<file path="src/design/adc_capture_pkg.sv">
/*
 * ADC capture package
 * Sizes, the converter test pattern and the types shared by the
 * serial ADC capture path.
 */

package adc_capture_pkg;

  // ************************************************************
  // Converter and capture sizes
  // ************************************************************

  // Bits in one conversion result
  localparam int sample_width = 20;

  // Cycles from the sampled cnv pulse to the first sampled data bit
  localparam int capture_delay = 4;

  // Words held by the output FIFO
  localparam int fifo_depth = 4;

  // Counter wide enough for the longest bit window
  localparam int count_width = $clog2(sample_width);

  // FIFO pointer and fill level widths
  localparam int ptr_width = (fifo_depth > 1) ? $clog2(fifo_depth) : 1;
  localparam int fill_width = $clog2(fifo_depth + 1);

  // ************************************************************
  // Types
  // ************************************************************

  typedef logic [sample_width-1:0] sample_t;
  typedef logic [count_width-1:0] count_t;
  typedef logic [ptr_width-1:0] ptr_t;
  typedef logic [fill_width-1:0] fill_t;

  // Word the converter sends while its test pattern mode is on
  localparam sample_t test_pattern = 20'hac5d6;

  // Single lane needs 20 shift cycles and dual lane needs 10
  typedef enum logic {
    lane_single = 1'b0,
    lane_dual   = 1'b1
  } lane_mode_e;

  // One captured conversion with its pattern mode tag
  typedef struct packed {
    sample_t data;
    logic    pattern;
  } adc_word_s;

  // Sticky status flags, cleared only by reset
  typedef struct packed {
    logic pattern_err;
    logic overrun;
    logic cnv_miss;
  } capture_status_s;

endpackage

</file>
<file path="src/design/adc_capture_top.sv">
/*
 * Serial ADC capture top level
 * Conversion timing, lane deserializing, test pattern checking and
 * output buffering for a 20-bit converter with one or two data lanes.
 */

`timescale 1ns/1ps

module adc_capture_top
  import adc_capture_pkg::*;
(
  input  logic            ssi_clk,
  input  logic            rst_n,
  input  logic            cnv,
  input  logic            da,
  input  logic            db,
  input  lane_mode_e      lane_mode,
  input  logic            pattern_en,
  input  logic            out_ready,
  output logic            out_valid,
  output adc_word_s       out_word,
  output capture_status_s status,
  output logic            busy
);

  logic      shift_en;
  logic      frame_done;
  logic      cnv_miss;
  logic      pattern_err;
  logic      overrun;
  adc_word_s word;
  logic      word_valid;

  // ************************************************************
  // Conversion timing
  // ************************************************************

  cnv_timer u_cnv_timer (
    .ssi_clk    (ssi_clk),
    .rst_n      (rst_n),
    .cnv        (cnv),
    .lane_mode  (lane_mode),
    .shift_en   (shift_en),
    .frame_done (frame_done),
    .busy       (busy),
    .cnv_miss   (cnv_miss)
  );

  // Lane bits become a word in the frame_done cycle
  lane_deserializer u_lane_deserializer (
    .ssi_clk    (ssi_clk),
    .rst_n      (rst_n),
    .da         (da),
    .db         (db),
    .shift_en   (shift_en),
    .frame_done (frame_done),
    .lane_mode  (lane_mode),
    .pattern_en (pattern_en),
    .word       (word),
    .word_valid (word_valid)
  );

  pattern_checker u_pattern_checker (
    .ssi_clk     (ssi_clk),
    .rst_n       (rst_n),
    .word        (word),
    .word_valid  (word_valid),
    .pattern_err (pattern_err)
  );

  // ************************************************************
  // Output buffering
  // ************************************************************

  sample_fifo u_sample_fifo (
    .ssi_clk   (ssi_clk),
    .rst_n     (rst_n),
    .in_valid  (word_valid),
    .in_word   (word),
    .out_valid (out_valid),
    .out_word  (out_word),
    .out_ready (out_ready),
    .overrun   (overrun)
  );

  // Sticky flags gathered into one status word
  assign status.pattern_err = pattern_err;
  assign status.overrun     = overrun;
  assign status.cnv_miss    = cnv_miss;

endmodule

</file>
<file path="src/design/cnv_timer.sv">
/*
 * Conversion window sequencer
 * Turns a cnv start pulse into the bit sampling window after the fixed
 * converter latency, then strobes frame_done once the window closes.
 */

`timescale 1ns/1ps

module cnv_timer
  import adc_capture_pkg::*;
(
  input  logic       ssi_clk,
  input  logic       rst_n,
  input  logic       cnv,
  input  lane_mode_e lane_mode,
  output logic       shift_en,
  output logic       frame_done,
  output logic       busy,
  output logic       cnv_miss
);

  typedef enum logic [1:0] {
    st_idle,
    st_delay,
    st_shift
  } timer_state_e;

  timer_state_e state_q;
  count_t       cnt_q;
  count_t       last_shift;
  logic         frame_done_q;
  logic         cnv_miss_q;

  // Index of the final bit cycle, dual lane halves the window
  assign last_shift = (lane_mode == lane_dual) ? count_t'(sample_width / 2 - 1)
                                               : count_t'(sample_width - 1);

  // ************************************************************
  // Window FSM
  // ************************************************************

  // The delay state lasts capture_delay-1 cycles so that the first
  // shift lands exactly capture_delay edges after cnv was sampled
  always_ff @(posedge ssi_clk) begin
    if (!rst_n) begin
      state_q      <= st_idle;
      cnt_q        <= '0;
      frame_done_q <= 1'b0;
      cnv_miss_q   <= 1'b0;
    end else begin
      frame_done_q <= 1'b0;
      case (state_q)
        st_idle: begin
          if (cnv) begin
            state_q <= st_delay;
            cnt_q   <= '0;
          end
        end
        st_delay: begin
          if (cnt_q == count_t'(capture_delay - 2)) begin
            state_q <= st_shift;
            cnt_q   <= '0;
          end else begin
            cnt_q <= cnt_q + 1'b1;
          end
        end
        st_shift: begin
          if (cnt_q == last_shift) begin
            state_q      <= st_idle;
            cnt_q        <= '0;
            frame_done_q <= 1'b1;
          end else begin
            cnt_q <= cnt_q + 1'b1;
          end
        end
        default: state_q <= st_idle;
      endcase
      // A start pulse during an open window is dropped but remembered
      if (cnv && (state_q != st_idle)) begin
        cnv_miss_q <= 1'b1;
      end
    end
  end

  assign shift_en   = (state_q == st_shift);
  assign frame_done = frame_done_q;
  assign cnv_miss   = cnv_miss_q;

  // Busy also covers the frame_done cycle while the word is handed on
  assign busy = (state_q != st_idle) || frame_done_q;

  // ************************************************************
  // Assertions
  // ************************************************************

  // The bit window opens exactly capture_delay edges after an accepted cnv
  shift_latency_a: assert property (@(posedge ssi_clk) disable iff (!rst_n)
    $rose(shift_en) |-> $past(cnv && (state_q == st_idle), capture_delay));

  done_pulse_a: assert property (@(posedge ssi_clk) disable iff (!rst_n)
    frame_done |=> !frame_done);

endmodule

</file>
<file path="src/design/lane_deserializer.sv">
/*
 * Lane deserializer
 * Collects one or two lane bits per shift cycle, MSB first, and presents
 * the finished 20-bit word with its pattern tag on frame end.
 */

`timescale 1ns/1ps

module lane_deserializer
  import adc_capture_pkg::*;
(
  input  logic       ssi_clk,
  input  logic       rst_n,
  input  logic       da,
  input  logic       db,
  input  logic       shift_en,
  input  logic       frame_done,
  input  lane_mode_e lane_mode,
  input  logic       pattern_en,
  output adc_word_s  word,
  output logic       word_valid
);

  sample_t shift_q;
  count_t  shifts_q;
  count_t  expected_shifts;

  // Shift register holds the result, the last shift completes it
  // one cycle before frame_done so no extra stage is needed
  always_ff @(posedge ssi_clk) begin
    if (shift_en) begin
      if (lane_mode == lane_dual) begin
        // da carries the higher bit of each pair
        shift_q <= {shift_q[sample_width-3:0], da, db};
      end else begin
        shift_q <= {shift_q[sample_width-2:0], da};
      end
    end
  end

  // Shift cycles seen in the current frame
  always_ff @(posedge ssi_clk) begin
    if (!rst_n) begin
      shifts_q <= '0;
    end else if (frame_done) begin
      shifts_q <= '0;
    end else if (shift_en) begin
      shifts_q <= shifts_q + 1'b1;
    end
  end

  assign expected_shifts = (lane_mode == lane_dual) ? count_t'(sample_width / 2)
                                                    : count_t'(sample_width);

  assign word.data    = shift_q;
  assign word.pattern = pattern_en;
  assign word_valid   = frame_done;

  // The timer window must match the bit count the lane mode needs
  frame_len_a: assert property (@(posedge ssi_clk) disable iff (!rst_n)
    frame_done |-> (shifts_q == expected_shifts));

endmodule

</file>
<file path="src/design/pattern_checker.sv">
/*
 * Test pattern checker
 * Compares words captured in pattern mode against the converter's fixed
 * pattern and holds a sticky mismatch flag.
 */

`timescale 1ns/1ps

module pattern_checker
  import adc_capture_pkg::*;
(
  input  logic      ssi_clk,
  input  logic      rst_n,
  input  adc_word_s word,
  input  logic      word_valid,
  output logic      pattern_err
);

  logic check_hit;
  logic mismatch;
  logic pattern_err_q;

  // Only words tagged as pattern captures are compared
  assign check_hit = word_valid && word.pattern;
  assign mismatch  = (word.data != test_pattern);

  // ************************************************************
  // Sticky error flag
  // ************************************************************

  // Set one cycle after the bad word, cleared only by reset
  always_ff @(posedge ssi_clk) begin
    if (!rst_n) begin
      pattern_err_q <= 1'b0;
    end else if (check_hit && mismatch) begin
      pattern_err_q <= 1'b1;
    end
  end

  assign pattern_err = pattern_err_q;

endmodule

</file>
<file path="src/design/sample_fifo.sv">
/*
 * Sample FIFO
 * Small circular buffer of captured words with a valid/ready output.
 * The input cannot stall, so a push into a full buffer is dropped.
 */

`timescale 1ns/1ps

module sample_fifo
  import adc_capture_pkg::*;
(
  input  logic      ssi_clk,
  input  logic      rst_n,
  input  logic      in_valid,
  input  adc_word_s in_word,
  output logic      out_valid,
  output adc_word_s out_word,
  input  logic      out_ready,
  output logic      overrun
);

  adc_word_s mem [fifo_depth];
  ptr_t      wr_ptr_q;
  ptr_t      rd_ptr_q;
  fill_t     count_q;
  logic      overrun_q;
  logic      full;
  logic      push;
  logic      pop;

  assign full = (count_q == fill_t'(fifo_depth));
  assign pop  = out_valid && out_ready;

  // A full buffer still accepts a word when the head leaves this cycle
  assign push = in_valid && (!full || pop);

  // ************************************************************
  // Storage
  // ************************************************************

  always_ff @(posedge ssi_clk) begin
    if (push) begin
      mem[wr_ptr_q] <= in_word;
    end
  end

  // ************************************************************
  // Pointers, fill level and overrun
  // ************************************************************

  always_ff @(posedge ssi_clk) begin
    if (!rst_n) begin
      wr_ptr_q  <= '0;
      rd_ptr_q  <= '0;
      count_q   <= '0;
      overrun_q <= 1'b0;
    end else begin
      if (push) begin
        wr_ptr_q <= (wr_ptr_q == ptr_t'(fifo_depth - 1)) ? '0 : wr_ptr_q + 1'b1;
      end
      if (pop) begin
        rd_ptr_q <= (rd_ptr_q == ptr_t'(fifo_depth - 1)) ? '0 : rd_ptr_q + 1'b1;
      end
      if (push && !pop) begin
        count_q <= count_q + 1'b1;
      end else if (pop && !push) begin
        count_q <= count_q - 1'b1;
      end
      // Dropped word, the stored ones stay in order
      if (in_valid && !push) begin
        overrun_q <= 1'b1;
      end
    end
  end

  // Head of the buffer is shown as soon as it is written
  assign out_valid = (count_q != '0);
  assign out_word  = mem[rd_ptr_q];
  assign overrun   = overrun_q;

  // ************************************************************
  // Assertions
  // ************************************************************

  fill_bound_a: assert property (@(posedge ssi_clk) disable iff (!rst_n)
    count_q <= fill_t'(fifo_depth));

  // A stalled word must hold until the consumer takes it
  hold_stable_a: assert property (@(posedge ssi_clk) disable iff (!rst_n)
    (out_valid && !out_ready) |=> (out_valid && $stable(out_word)));

endmodule

</file>
<file path="config.mk">
export PLATFORM = sky130hd
export DESIGN_NAME = adc_capture_top
export DESIGN_NICKNAME = d
export VERILOG_FILES = /design/src/design/adc_capture_pkg.sv /design/src/design/adc_capture_top.sv /design/src/design/cnv_timer.sv /design/src/design/lane_deserializer.sv /design/src/design/pattern_checker.sv /design/src/design/sample_fifo.sv
export SDC_FILE = /design/constraint.sdc
export NUM_CORES = 1
export LEC_CHECK = 0
export BUFFER_PORTS_ARGS = -buffer_cell sky130_fd_sc_hd__buf_2
export CAP_MARGIN = 40
export CORE_MARGIN = 2
export CORE_UTILIZATION = 50
export CTS_CLUSTER_DIAMETER = 150
export DETAILED_ROUTE_END_ITERATION = 10
export HOLD_SLACK_MARGIN = 0.1
export PLACE_DENSITY = 0.66
export RECOVER_POWER = 100
export SLEW_MARGIN = 10
export SYNTH_ARGS = -nofsm -noshare
export SYNTH_HDL_FRONTEND = slang
export SYNTH_SLANG_ARGS = --single-unit
export TNS_END_PERCENT = 30
</file>
<file path="constraint.sdc">
create_clock -name ssi_clk -period 2.5 [get_ports ssi_clk]
set_clock_uncertainty 0.1 [all_clocks]
set_input_delay 0.5 -clock ssi_clk [delete_from_list [all_inputs] [get_ports ssi_clk]]
set_output_delay 0.5 -clock ssi_clk [all_outputs]
set_load 0.02 [all_outputs]
</file>
==> qor.txt, run 1 <==
Pwr Density = 905 nW/um2
HPWL after DPL = 4880 um
R2R Setup Slk = 0.16 ns
Iter 0 DRT Violations = 128
Row cnt = 36
Post-synth EDFFs = 104
Post-layout util = 60.9%
GRT Residual Overflow = 0
Root Driver = clkbuf_8
Most frequent cells after synthesis = 104 x edfxtp_1, 21 x mux4_2, 20 x dfxtp_1, 20 x mux2_2, 12 x ha_1
Port bufs = 33
Critical path class = flip-flop to primary output
Synth area leaders = edfxtp_1 62%, mux4_2 9.4%, dfxtp_1 7.9%, mux2_2 4.5%, ha_1 3.0%
Worst r2r dst = u_sample_fifo.count_q[2]
Core region area = 9770 um2
DR pass1 iterations = 4
Antenna Nets Post-Route = 0
RSZ-0062 raised after global routing = false
Slew Viols, Final = 0
Share of layout cells above drive strength 1 = 33.4%
Hold crit path type = input pin to flip-flop
Io pins = 34
H-tree Lvls = 4
GRT Util Overall = 16.3%
Top-count cell post-synth = edfxtp_1
R2R depth = 8
Status = complete, no violations
Worst Path Required = 1.90 ns
Hold Path End = u_lane_deserializer.shift_q[0]
CP Capture Type = primary output
CTS tree = done
Hold Crit Depth = 2
Placer congestion estimate = 0.697
Synth Instances = 276
Vias per cell = 5.30
Setup slack at placement = 0.103 ns
Total of max-cap violations = 0
Slew margin rel. = 14.0%
Setup violations, final = 0
Lkg Pwr = 2.00 nW
Antenna violations before repair = 0
Synth Net Count = 297
Async S/R FF share, synth = 0%
Synth Cell Area = 5050 um2
Share of the synthesized area in the top cell type = 61.8%
Yosys warning total = 0
Die area = 10,900 um2
Worst VDD drop = 0.000530 V
Area grow syn2layout = 17.7%
Fill cell count = 746
Least-Margin Pin Slew = 1.29 ns
Critical Path AT = 1.80 ns
Global-route wire length before repair = 13,500 um
Die Wd = 105 um
Routed len/inst = 17.3 um
Fmax = 416 MHz
Sum of negative setup slack = 0 ns
Clock latency on the worst-skew pair = 0.50 ns
Nets = 346
Hold-fix buffers, CTS = 0
Hold WS = 0.209 ns
Tmin final = 2.40 ns
Reg clk slew, reported paths = 0.06 ns
Ant. Diodes = 0
Yosys reg bits = 124
Hold Vio Cnt, Final = 0
Via count = 2,497
Clock sink count = 124
Longest Clk Path Bufs = 2
Seq/Total Area, Yosys = 69.7%
Crit start category = flip-flop
Final WL = 8130 um
Vias in the first global route = 2,640
Die Ht = 105 um
Mean Syn Cell Area = 18.3 um2
Final Cycle Share = 96.1%
Residual DRC = 0
Crit-path max FO = 21
Reg2reg start = u_sample_fifo.count_q[1]
Top cell type by total area after synthesis = edfxtp_1
Final WS setup = 0.0980 ns
Unique cell type count in the Yosys netlist = 42
Initial Util = 51.7%
CTS buffer count = 17
Largest net degree at the start of global routing = 22
Tot Pwr = 0.00538 W
Synth Flop Type = edfxtp_1
Hold wc startpoint = db
-- registers in the layout, summed over array words and instances (netlist names), named ones only --
| signal | cells |
|---|---|
| u_cnv_timer.cnt_q | 5 |
| u_cnv_timer.cnv_miss | 1 |
| u_cnv_timer.frame_done | 1 |
| u_cnv_timer.state_q | 2 |
| u_lane_deserializer.shift_q | 20 |
| u_pattern_checker.pattern_err | 1 |
| u_sample_fifo.count_q | 3 |
| u_sample_fifo.mem | 84 |
| u_sample_fifo.overrun | 1 |
| u_sample_fifo.rd_ptr_q | 2 |
| u_sample_fifo.wr_ptr_q | 2 |
-- metal layers --
| metal | up-vias | global-route usage [%] | wire (um) |
|---|---|---|---|
| li1 | 1185 | - | - |
| met1 | 1243 | 21.5 | 3600 |
| met2 | 65 | 25.4 | 4000 |
| met3 | 4 | 5.24 | 462 |
| met4 | 0 | 5.79 | 56 |
| met5 | - | 0 | 0 |
-- worst max path at each step --
stage | endpoint | slack, ns | cells past startpoint
2_1_floorplan | u_sample_fifo.count_q[2] | 0.16 | 8
4_1_cts | out_word[0] | 0.05 | 3
3_5_place_dp | u_sample_fifo.count_q[2] | 0.10 | 8
3_3_place_gp | u_sample_fifo.count_q[2] | 0.25 | 8
5_1_grt | out_word[20] | 0.004 | 3
6_report | out_word[0] | 0.1 | 3
-- what timing repair did --
action	in CTS	in global routing
endpoints found under the setup margin	0	1
setup buffers	0	0
gates resized for setup	0	2
hold endpoints to repair	0	0
-- logic make-up after synthesis --
group | after synthesis | synth area share, %
compound gates | 15 | 2.67
xor+xnor | 6 | 1.04
fa+ha+maj | 13 | 3.37
buf+inv | 19 | 1.76
flops | 124 | 69.7
mux | 45 | 14.6
simple gates | 54 | 6.83
-- worst max-delay path: stages (launching register included) --
cell      delay (ns)
dfxtp_1         0.35
buf_12          0.22
mux4_2          0.54
clkbuf_2        0.17
-- area by class of cell --
class,count,area [um2],share of cell area (%)
Timing Repair Buffer,42,215,3.62
Sequential cell,124,3520,59.2
Inverter,7,26.3,0.442
Multi-Input combinational cell,133,1420,23.8
Clock buffer,17,414,6.96
Tap cell,133,166,2.80
Clock inverter,15,185,3.11
-- per-stage QoR --
step	std cells	cell area, um2
floorplan	276	5050
global placement	439	5400
detailed placement	439	5400
CTS	471	6000
global route	471	5950
finish	471	5950
-- power by group --
part | internal (W) | switching (W) | leakage, nW
logic | 0.000175 | 0.000221 | 0.610
clock network | 0.00154 | 0.000922 | 0.291
registers | 0.00240 | 0.000125 | 1.10
-- cell usage in the layout, fill, tap and decap left out, types with 2 or more instances in the layout --
master      Yosys  routed
nand2_1         8       7
xnor2_1         5       5
clkbuf_2        0      23
nor3_1          2       2
nor2_1          9       9
or3_1           3       3
o21a_1          2       2
a211oi_1        1       3
buf_2           5       7
clkbuf_1        4      10
clkinvlp_4      0       2
mux4_2         21      21
bufinv_16       0       3
a21boi_0        3       3
nor4b_1         2       2
and2_0          0       2
nor4bb_1        2       2
o21ai_0         3       4
inv_1           7       7
nor2b_1         7       7
inv_6           0       7
mux2i_1         4       4
dfxtp_1        20      20
nand3_1         5       5
clkbuf_16       0      16
mux2_2         20      20
and2_1          5       3
edfxtp_1      104     104
clkinv_2        0       2
ha_1           12      11
(Power assumes the default switching activity.)
==> run 2, diff against run 1 <==
--- a/constraint.sdc
+++ b/constraint.sdc
@@ -4,2 +4,2 @@
 set_output_delay 0.5 -clock ssi_clk [all_outputs]
-set_load 0.02 [all_outputs]
+set_load 0.01 [all_outputs]
==> qor.txt, run 2 (synthesized netlist as in run 1, its figures left out) <==
Worst Path Required = 2.83 ns (was 1.90 ns)
DR pass1 iterations = 5 (was 4)
Die Wd = 105 um (unchanged)
RSZ-0062 raised after global routing = false (unchanged)
Commonest non-fill, non-tap cells in the layout = 104 x edfxtp_1, 28 x clkbuf_1, 21 x mux4_2 (was 104 x edfxtp_1, 23 x clkbuf_2, 21 x mux4_2)
Clock sink count = 124 (unchanged)
Largest Register = u_sample_fifo.mem (unchanged)
Hold wc startpoint = db (unchanged)
Root Driver = clkbuf_8 (unchanged)
Residual DRC = 0 (unchanged)
Share of layout cells above drive strength 1 = 28.4% (was 33.4%)
Core region area = 9770 um2 (unchanged)
Biggest regs = u_sample_fifo.mem x84, u_lane_deserializer.shift_q x20, u_cnv_timer.cnt_q x5 (unchanged)
Status = complete, no violations (unchanged)
Critical Path AT = 2.71 ns (was 1.80 ns)
R2R Setup Slk = 0.12 ns (was 0.16 ns)
Placed Cells = 439 (unchanged)
Critical path class = flip-flop to flip-flop (was flip-flop to primary output)
Least-Margin Pin Slew = 1.29 ns (about the same)
Pwr Density = 936 nW/um2 (was 905 nW/um2)
Initial Util = 51.7% (unchanged)
Final WL = 8360 um (was 8130 um)
Fmax = 420 MHz (was 416 MHz)
CTS buffer count = 17 (unchanged)
Longest Clk Path Bufs = 2 (unchanged)
Reg2reg start = u_sample_fifo.count_q[1] (unchanged)
Row cnt = 36 (unchanged)
Placer congestion estimate = 0.698 (was 0.697)
Crit start category = flip-flop (unchanged)
Ant. Diodes = 0 (unchanged)
Port bufs = 33 (unchanged)
Total of max-cap violations = 0 (unchanged)
Vias in the first global route = 2,609 (was 2,640)
Layout Cells excl Fill = 471 (unchanged)
Crit-path max FO = 4 (was 21)
Slew margin rel. = 14.3% (was 14.0%)
Tmin final = 2.38 ns (was 2.40 ns)
CP Capture Type = flip-flop (was primary output)
CTS tree = done (unchanged)
Nets = 346 (unchanged)
Hold crit path type = input pin to flip-flop (unchanged)
Sum of negative setup slack = 0 ns (unchanged)
Beginning of the critical path = u_sample_fifo.count_q[1]
Global-route wire length before repair = 13,400 um (was 13,500 um)
Setup violations, final = 0 (unchanged)
Area grow syn2layout = 18.6% (was 17.7%)
Antenna violations before repair = 0 (unchanged)
Most common cell after layout, fill and taps aside = edfxtp_1 (unchanged)
H-tree Lvls = 4 (unchanged)
Worst VDD drop = 0.000502 V (was 0.000530 V)
Worst r2r dst = u_sample_fifo.count_q[2] (unchanged)
Die Ht = 105 um (unchanged)
End of the critical path = u_sample_fifo.count_q[2] (was out_word[0])
Largest register FFs = 84 (unchanged)
Clock latency on the worst-skew pair = 0.51 ns (was 0.50 ns)
Vias per cell = 5.45 (was 5.30)
R2R depth = 8 (unchanged)
Via count = 2,566 (was 2,497)
Hold Vio Cnt, Final = 0 (unchanged)
GRT Util Overall = 16.2% (was 16.3%)
Slew Viols, Final = 0 (unchanged)
Antenna Nets Post-Route = 0 (unchanged)
Final Cycle Share = 95.2% (was 96.1%)
Die area = 10,900 um2 (unchanged)
Iter 0 DRT Violations = 162 (was 128)
Io pins = 34 (unchanged)
Reg clk slew, reported paths = 0.06 ns (about the same)
Largest net degree at the start of global routing = 22 (unchanged)
Routed len/inst = 17.8 um (was 17.3 um)
GRT Residual Overflow = 0 (unchanged)
Lkg Pwr = 1.97 nW (was 2.00 nW)
HPWL after DPL = 4850 um (was 4880 um)
## run 2: how the worst min path moves through the flow
| stage | end | slack, ns | depth (start not counted) |
|---|---|---|---|
| after floorplan | u_pattern_checker.pattern_err | 0.33 | 2 |
| after global placement | u_pattern_checker.pattern_err | 0.34 | 2 |
| after detailed placement | u_pattern_checker.pattern_err | 0.35 | 2 |
| after CTS | u_sample_fifo.mem[2][0] | 0.14 | 1 |
| after global routing | u_lane_deserializer.shift_q[0] | 0.20 | 2 |
| final | u_lane_deserializer.shift_q[0] | 0.21 | 2 |
## run 2: layout make-up
cell class,instances,area (um2)
clock buffers,18,418
multi-input cells,133,1420
clock inverters,14,244
flip-flops and latches,124,3520
repair buffers,42,194
fillers,756,3780
well taps,133,166
inverters,7,26.3
## run 2: repair_timing
| action | CTS | global route |
|---|---|---|
| buffers inserted | 0 | 0 |
| hold endpoints to repair | 0 | 0 |
| gates resized for setup | 0 | 3 |
| hold buffers | 0 | 0 |
| endpoints found under the setup margin | 0 | 1 |
## run 2: power by group
part           switching [W]  internal, W  leakage (nW)  total [W]
logic               0.000212     0.000175         0.556   0.000387
clock network       0.000875      0.00182         0.315    0.00270
registers           0.000123      0.00240          1.10    0.00253
## run 2: through the flow
| stage | hold slack, ns | worst slack (ns) | power, W | util (%) | area [um2] |
|---|---|---|---|---|---|
| after floorplan | 0.326 | 0.235 | 0.00285 | - | 5050 |
| after global placement | 0.340 | 0.252 | 0.00297 | 55.3 | 5400 |
| after detailed placement | 0.352 | 0.0343 | 0.00298 | 55.3 | 5400 |
| after CTS | 0.142 | 0.0196 | 0.00568 | 62.0 | 6060 |
| after global routing | 0.204 | 0.0112 | 0.00580 | 61.3 | 5990 |
| final | 0.205 | 0.119 | 0.00561 | 61.3 | 5990 |
## run 2: worst max-delay path, cell delays in order, from the launching register on
cell and delay (ns):
dfxtp_1 0.35, or3_4 0.42, nand2_2 0.11, ha_2 0.19
inv_1 0.07, fa_1 0.39, xor2_1 0.18, or3_1 0.32
a21boi_0 0.18
## run 2: routing by layer
layer / up-vias / GRT usage, % / wire (um)
li1: 1188 / - / -
met1: 1309 / 20.7 / 3760
met2: 60 / 26.4 / 4200
met3: 9 / 4.68 / 342
met4: 0 / 6.08 / 68
met5: - / 0 / 0
==> run 3, diff against run 2 <==
Settings changed: ABC_AREA set to 1.
==> qor.txt, run 3 <==
Max incr delay on CP = 0.36 ns (was 0.42 ns)
Reg clk slew, reported paths = 0.06 ns (about the same)
Row cnt = 36 (unchanged)
Worst Path Required = 1.90 ns (was 2.83 ns)
Hold Vio Cnt, Final = 0 (unchanged)
Yosys warning total = 0 (unchanged)
Reg2reg start = u_sample_fifo.count_q[1] (unchanged)
DR pass1 iterations = 5 (unchanged)
HPWL after DPL = 5540 um (was 4850 um)
Die Ht = 105 um (about the same)
Mean Syn Cell Area = 11.7 um2 (was 18.3 um2)
Largest register FFs = 84 (unchanged)
Seq/Total Area, Yosys = 69.5% (was 69.7%)
Routed len/inst = 15.3 um (was 17.8 um)
Setup bufs post-CTS = 0 (unchanged)
Largest Register = u_sample_fifo.mem (unchanged)
Post-synth EDFFs = 104 (unchanged)
Status = complete, no violations (unchanged)
R2R Setup Slk = 0.45 ns (was 0.12 ns)
Slowest cell on crit path = buf_4 (was or3_4)
Switching Power = 0.00204 W (was 0.00121 W)
Synth area leaders = edfxtp_1 62%, dfxtp_1 7.9%, o21ai_0 6.4%, nor2_1 4.6%, nand2_1 3.8% (was edfxtp_1 62%, mux4_2 9.4%, dfxtp_1 7.9%, mux2_2 4.5%, ha_1 3.0%)
Synth Flop Type = edfxtp_1 (unchanged)
Seq pwr share = 40.1% (was 45.0%)
Share of layout cells above drive strength 1 = 12.5% (was 28.4%)
Initial Util = 51.6% (was 51.7%)
Clock sink count = 124 (unchanged)
Crit. path cell count = 5 (was 8)
Setup slack at placement = 0.438 ns (was 0.0343 ns)
Nets = 497 (was 346)
CTS tree = done (unchanged)
Slew Viols, Final = 0 (unchanged)
Die Wd = 105 um (about the same)
Top cell type by total area after synthesis = edfxtp_1 (unchanged)
Tmin final = 2.34 ns (was 2.38 ns)
Most frequent cells after synthesis = 104 x edfxtp_1, 65 x o21ai_0, 62 x nor2_1 (was 104 x edfxtp_1, 21 x mux4_2, 20 x dfxtp_1, 20 x mux2_2, 12 x ha_1)
Synth Net Count = 455 (was 297)
Layout Cells excl Fill = 621 (was 471)
CP Capture Type = primary output (was flip-flop)
Global-route wire length before repair = 15,600 um (was 13,400 um)
CTS buffer count = 17 (unchanged)
Async S/R FF share, synth = 0% (unchanged)
Crit-path leading delay family = buffers and inverters (was simple AND/OR/NAND/NOR gates)
Final WS setup = 0.163 ns (was 0.119 ns)
Vias per cell = 5.19 (was 5.45)
GRT Residual Overflow = 0 (unchanged)
GRT Util Overall = 18.6% (was 16.2%)
Least-Margin Pin Slew = 0.929 ns (was 1.29 ns)
Clock latency on the worst-skew pair = 0.51 ns (about the same)
Worst r2r dst = u_sample_fifo.mem[0][2] (was u_sample_fifo.count_q[2])
Iter 0 DRT Violations = 261 (was 162)
Clock power share = 38.1% (was 48.1%)
Hold WS = 0.164 ns (was 0.205 ns)
Antenna Nets Post-Route = 0 (unchanged)
Switch share = 30.1% (was 21.6%)
Via count = 3,220 (was 2,566)
R2R depth = 6 (was 8)
Port bufs = 33 (unchanged)
Fmax = 428 MHz (was 420 MHz)
Crit start category = flip-flop (unchanged)
Ant. Diodes = 0 (unchanged)
Final Cycle Share = 93.5% (was 95.2%)
Unique cell type count in the Yosys netlist = 27 (was 42)
Placer congestion estimate = 0.745 (was 0.698)
Hold crit path type = input pin to flip-flop (unchanged)
Yosys reg bits = 124 (unchanged)
Crit-path max FO = 42 (was 4)
Lkg Pwr = 2.19 nW (was 1.97 nW)
Gate power share = 21.8% (was 6.9%)
Slew margin rel. = 38.1% (was 14.3%)
Commonest non-fill, non-tap cells in the layout = 104 x edfxtp_1, 65 x o21ai_0, 59 x nor2_1 (was 104 x edfxtp_1, 28 x clkbuf_1, 21 x mux4_2)
Antenna violations before repair = 0 (unchanged)
Synth Cell Area = 5070 um2 (was 5050 um2)
Root Driver = clkbuf_8 (unchanged)
Synth Instances = 434 (was 276)
Critical path class = flip-flop to primary output (was flip-flop to flip-flop)
Sum of negative setup slack = 0 ns (unchanged)
Largest net degree at the start of global routing = 43 (was 22)
Residual DRC = 0 (unchanged)
Die area = 11,000 um2 (was 10,900 um2)
Pint = 0.00474 W (was 0.00440 W)
Top-count cell post-synth = edfxtp_1 (unchanged)
H-tree Lvls = 4 (unchanged)
Io pins = 34 (unchanged)
Longest Clk Path Bufs = 2 (unchanged)
Vias in the first global route = 3,115 (was 2,609)
Core region area = 9820 um2 (was 9770 um2)
Placed Cells = 590 (was 439)
CP cell instances = inv_1 > buf_4 > o21ai_0 > o22ai_1 > clkbuf_2 (was or3_4 > nand2_2 > ha_2 > inv_1 > fa_1 > xor2_1 > or3_1 > a21boi_0)
Pwr Density = 1140 nW/um2 (was 936 nW/um2)
Biggest regs = u_sample_fifo.mem x84, u_lane_deserializer.shift_q x20, u_cnv_timer.cnt_q x5 (unchanged)
RSZ-0062 raised after global routing = false (unchanged)
Critical Path AT = 1.74 ns (was 2.71 ns)
End of the critical path = out_word[1] (was u_sample_fifo.count_q[2])
Share of the synthesized area in the top cell type = 61.6% (was 61.8%)
Area grow syn2layout = 17.8% (was 18.6%)
Worst VDD drop = 0.000654 V (was 0.000502 V)
Buf/Inv on CP = 3 (was 1)
Final WL = 9480 um (was 8360 um)
Total of max-cap violations = 0 (unchanged)
Most common cell after layout, fill and taps aside = edfxtp_1 (unchanged)
Setup violations, final = 0 (unchanged)
[run 3: cell count changes after synthesis, moves of 5 or more]
| cell | before | now |
|---|---|---|
| nor2b_1 | 7 | 0 |
| nor2_1 | 9 | 62 |
| xnor2_1 | 5 | 0 |
| mux2_2 | 20 | 0 |
| nor2_2 | 0 | 5 |
| o21ai_0 | 3 | 65 |
| a21oi_1 | 1 | 8 |
| nand2_1 | 8 | 51 |
| mux4_2 | 21 | 0 |
| inv_1 | 7 | 37 |
| nand4_1 | 0 | 6 |
| and2_1 | 5 | 0 |
| clkbuf_1 | 4 | 14 |
| o22ai_1 | 0 | 21 |
[run 3: worst min path at each step]
| stage | start | end | cells after the start |
|---|---|---|---|
| floorplan | u_sample_fifo.overrun | u_sample_fifo.overrun | 2 |
| global placement | u_sample_fifo.overrun | u_sample_fifo.overrun | 2 |
| detailed placement | u_sample_fifo.overrun | u_sample_fifo.overrun | 2 |
| CTS | pattern_en | u_sample_fifo.mem[0][0] | 1 |
| global route | cnv | u_cnv_timer.cnv_miss | 3 |
| finish | cnv | u_cnv_timer.cnv_miss | 3 |
[run 3: power groups by stage]
| stage | registers (W) | clock network [W] | logic, W |
|---|---|---|---|
| after floorplan | 0.00269 | 0 | 0.00105 |
| after global placement | 0.00275 | 0 | 0.00149 |
| after detailed placement | 0.00276 | 0 | 0.00155 |
| after CTS | 0.00272 | 0.00262 | 0.00156 |
| after global routing | 0.00275 | 0.00271 | 0.00169 |
| final | 0.00272 | 0.00258 | 0.00148 |
[run 3: worst register-to-register path, cell delays in order (launching register included)]
cell	delay [ns]
dfxtp_1	0.34
nor2_1	0.19
nand3_1	0.10
nand2_1	0.10
clkbuf_1	0.36
nor2_2	0.05
clkbuf_2	0.42
[run 3: metrics by stage]
step / total power, W / util [%] / area (um2)
2_1_floorplan: 0.00375 / - / 5070
3_3_place_gp: 0.00424 / 54.9 / 5390
3_5_place_dp: 0.00431 / 54.9 / 5390
4_1_cts: 0.00690 / 61.3 / 6020
5_1_grt: 0.00715 / 60.8 / 5970
6_report: 0.00678 / 60.8 / 5970
[run 3: cell type report]
| class | instances | area [um2] |
|---|---|---|
| fillers | 814 | 3850 |
| flip-flops and latches | 124 | 3520 |
| multi-input cells | 250 | 1300 |
| clock buffers | 17 | 414 |
| clock inverters | 14 | 216 |
| repair buffers | 43 | 199 |
| well taps | 133 | 166 |
| inverters | 40 | 150 |
[run 3: cell families (layout without fill, tap and decap cells)]
family,after synthesis,count (layout),share of synthesized area [%]
DFF,124,124,69.5
xor gates and xnor gates,4,4,0.691
AOI/OAI and AO/OA,98,98,10.6
and+or+nand+nor,135,135,11.1
adders and majority gates,13,13,3.36
buffers and inverters,60,114,4.74
[run 3: layer usage]
metal	global-route usage [%]	vias to the layer above	share of wire, %
met1	23.4	1521	43
li1	-	1597	-
met3	5.18	6	5.4
met5	0	-	0
met4	8.29	0	0.78
met2	30.2	96	51
[run 3: what timing repair did]
action / 4_1_cts / 5_1_grt
setup endpoints to repair: 0 / 1
gates resized for setup: 0 / 1
hold buffers: 0 / 0
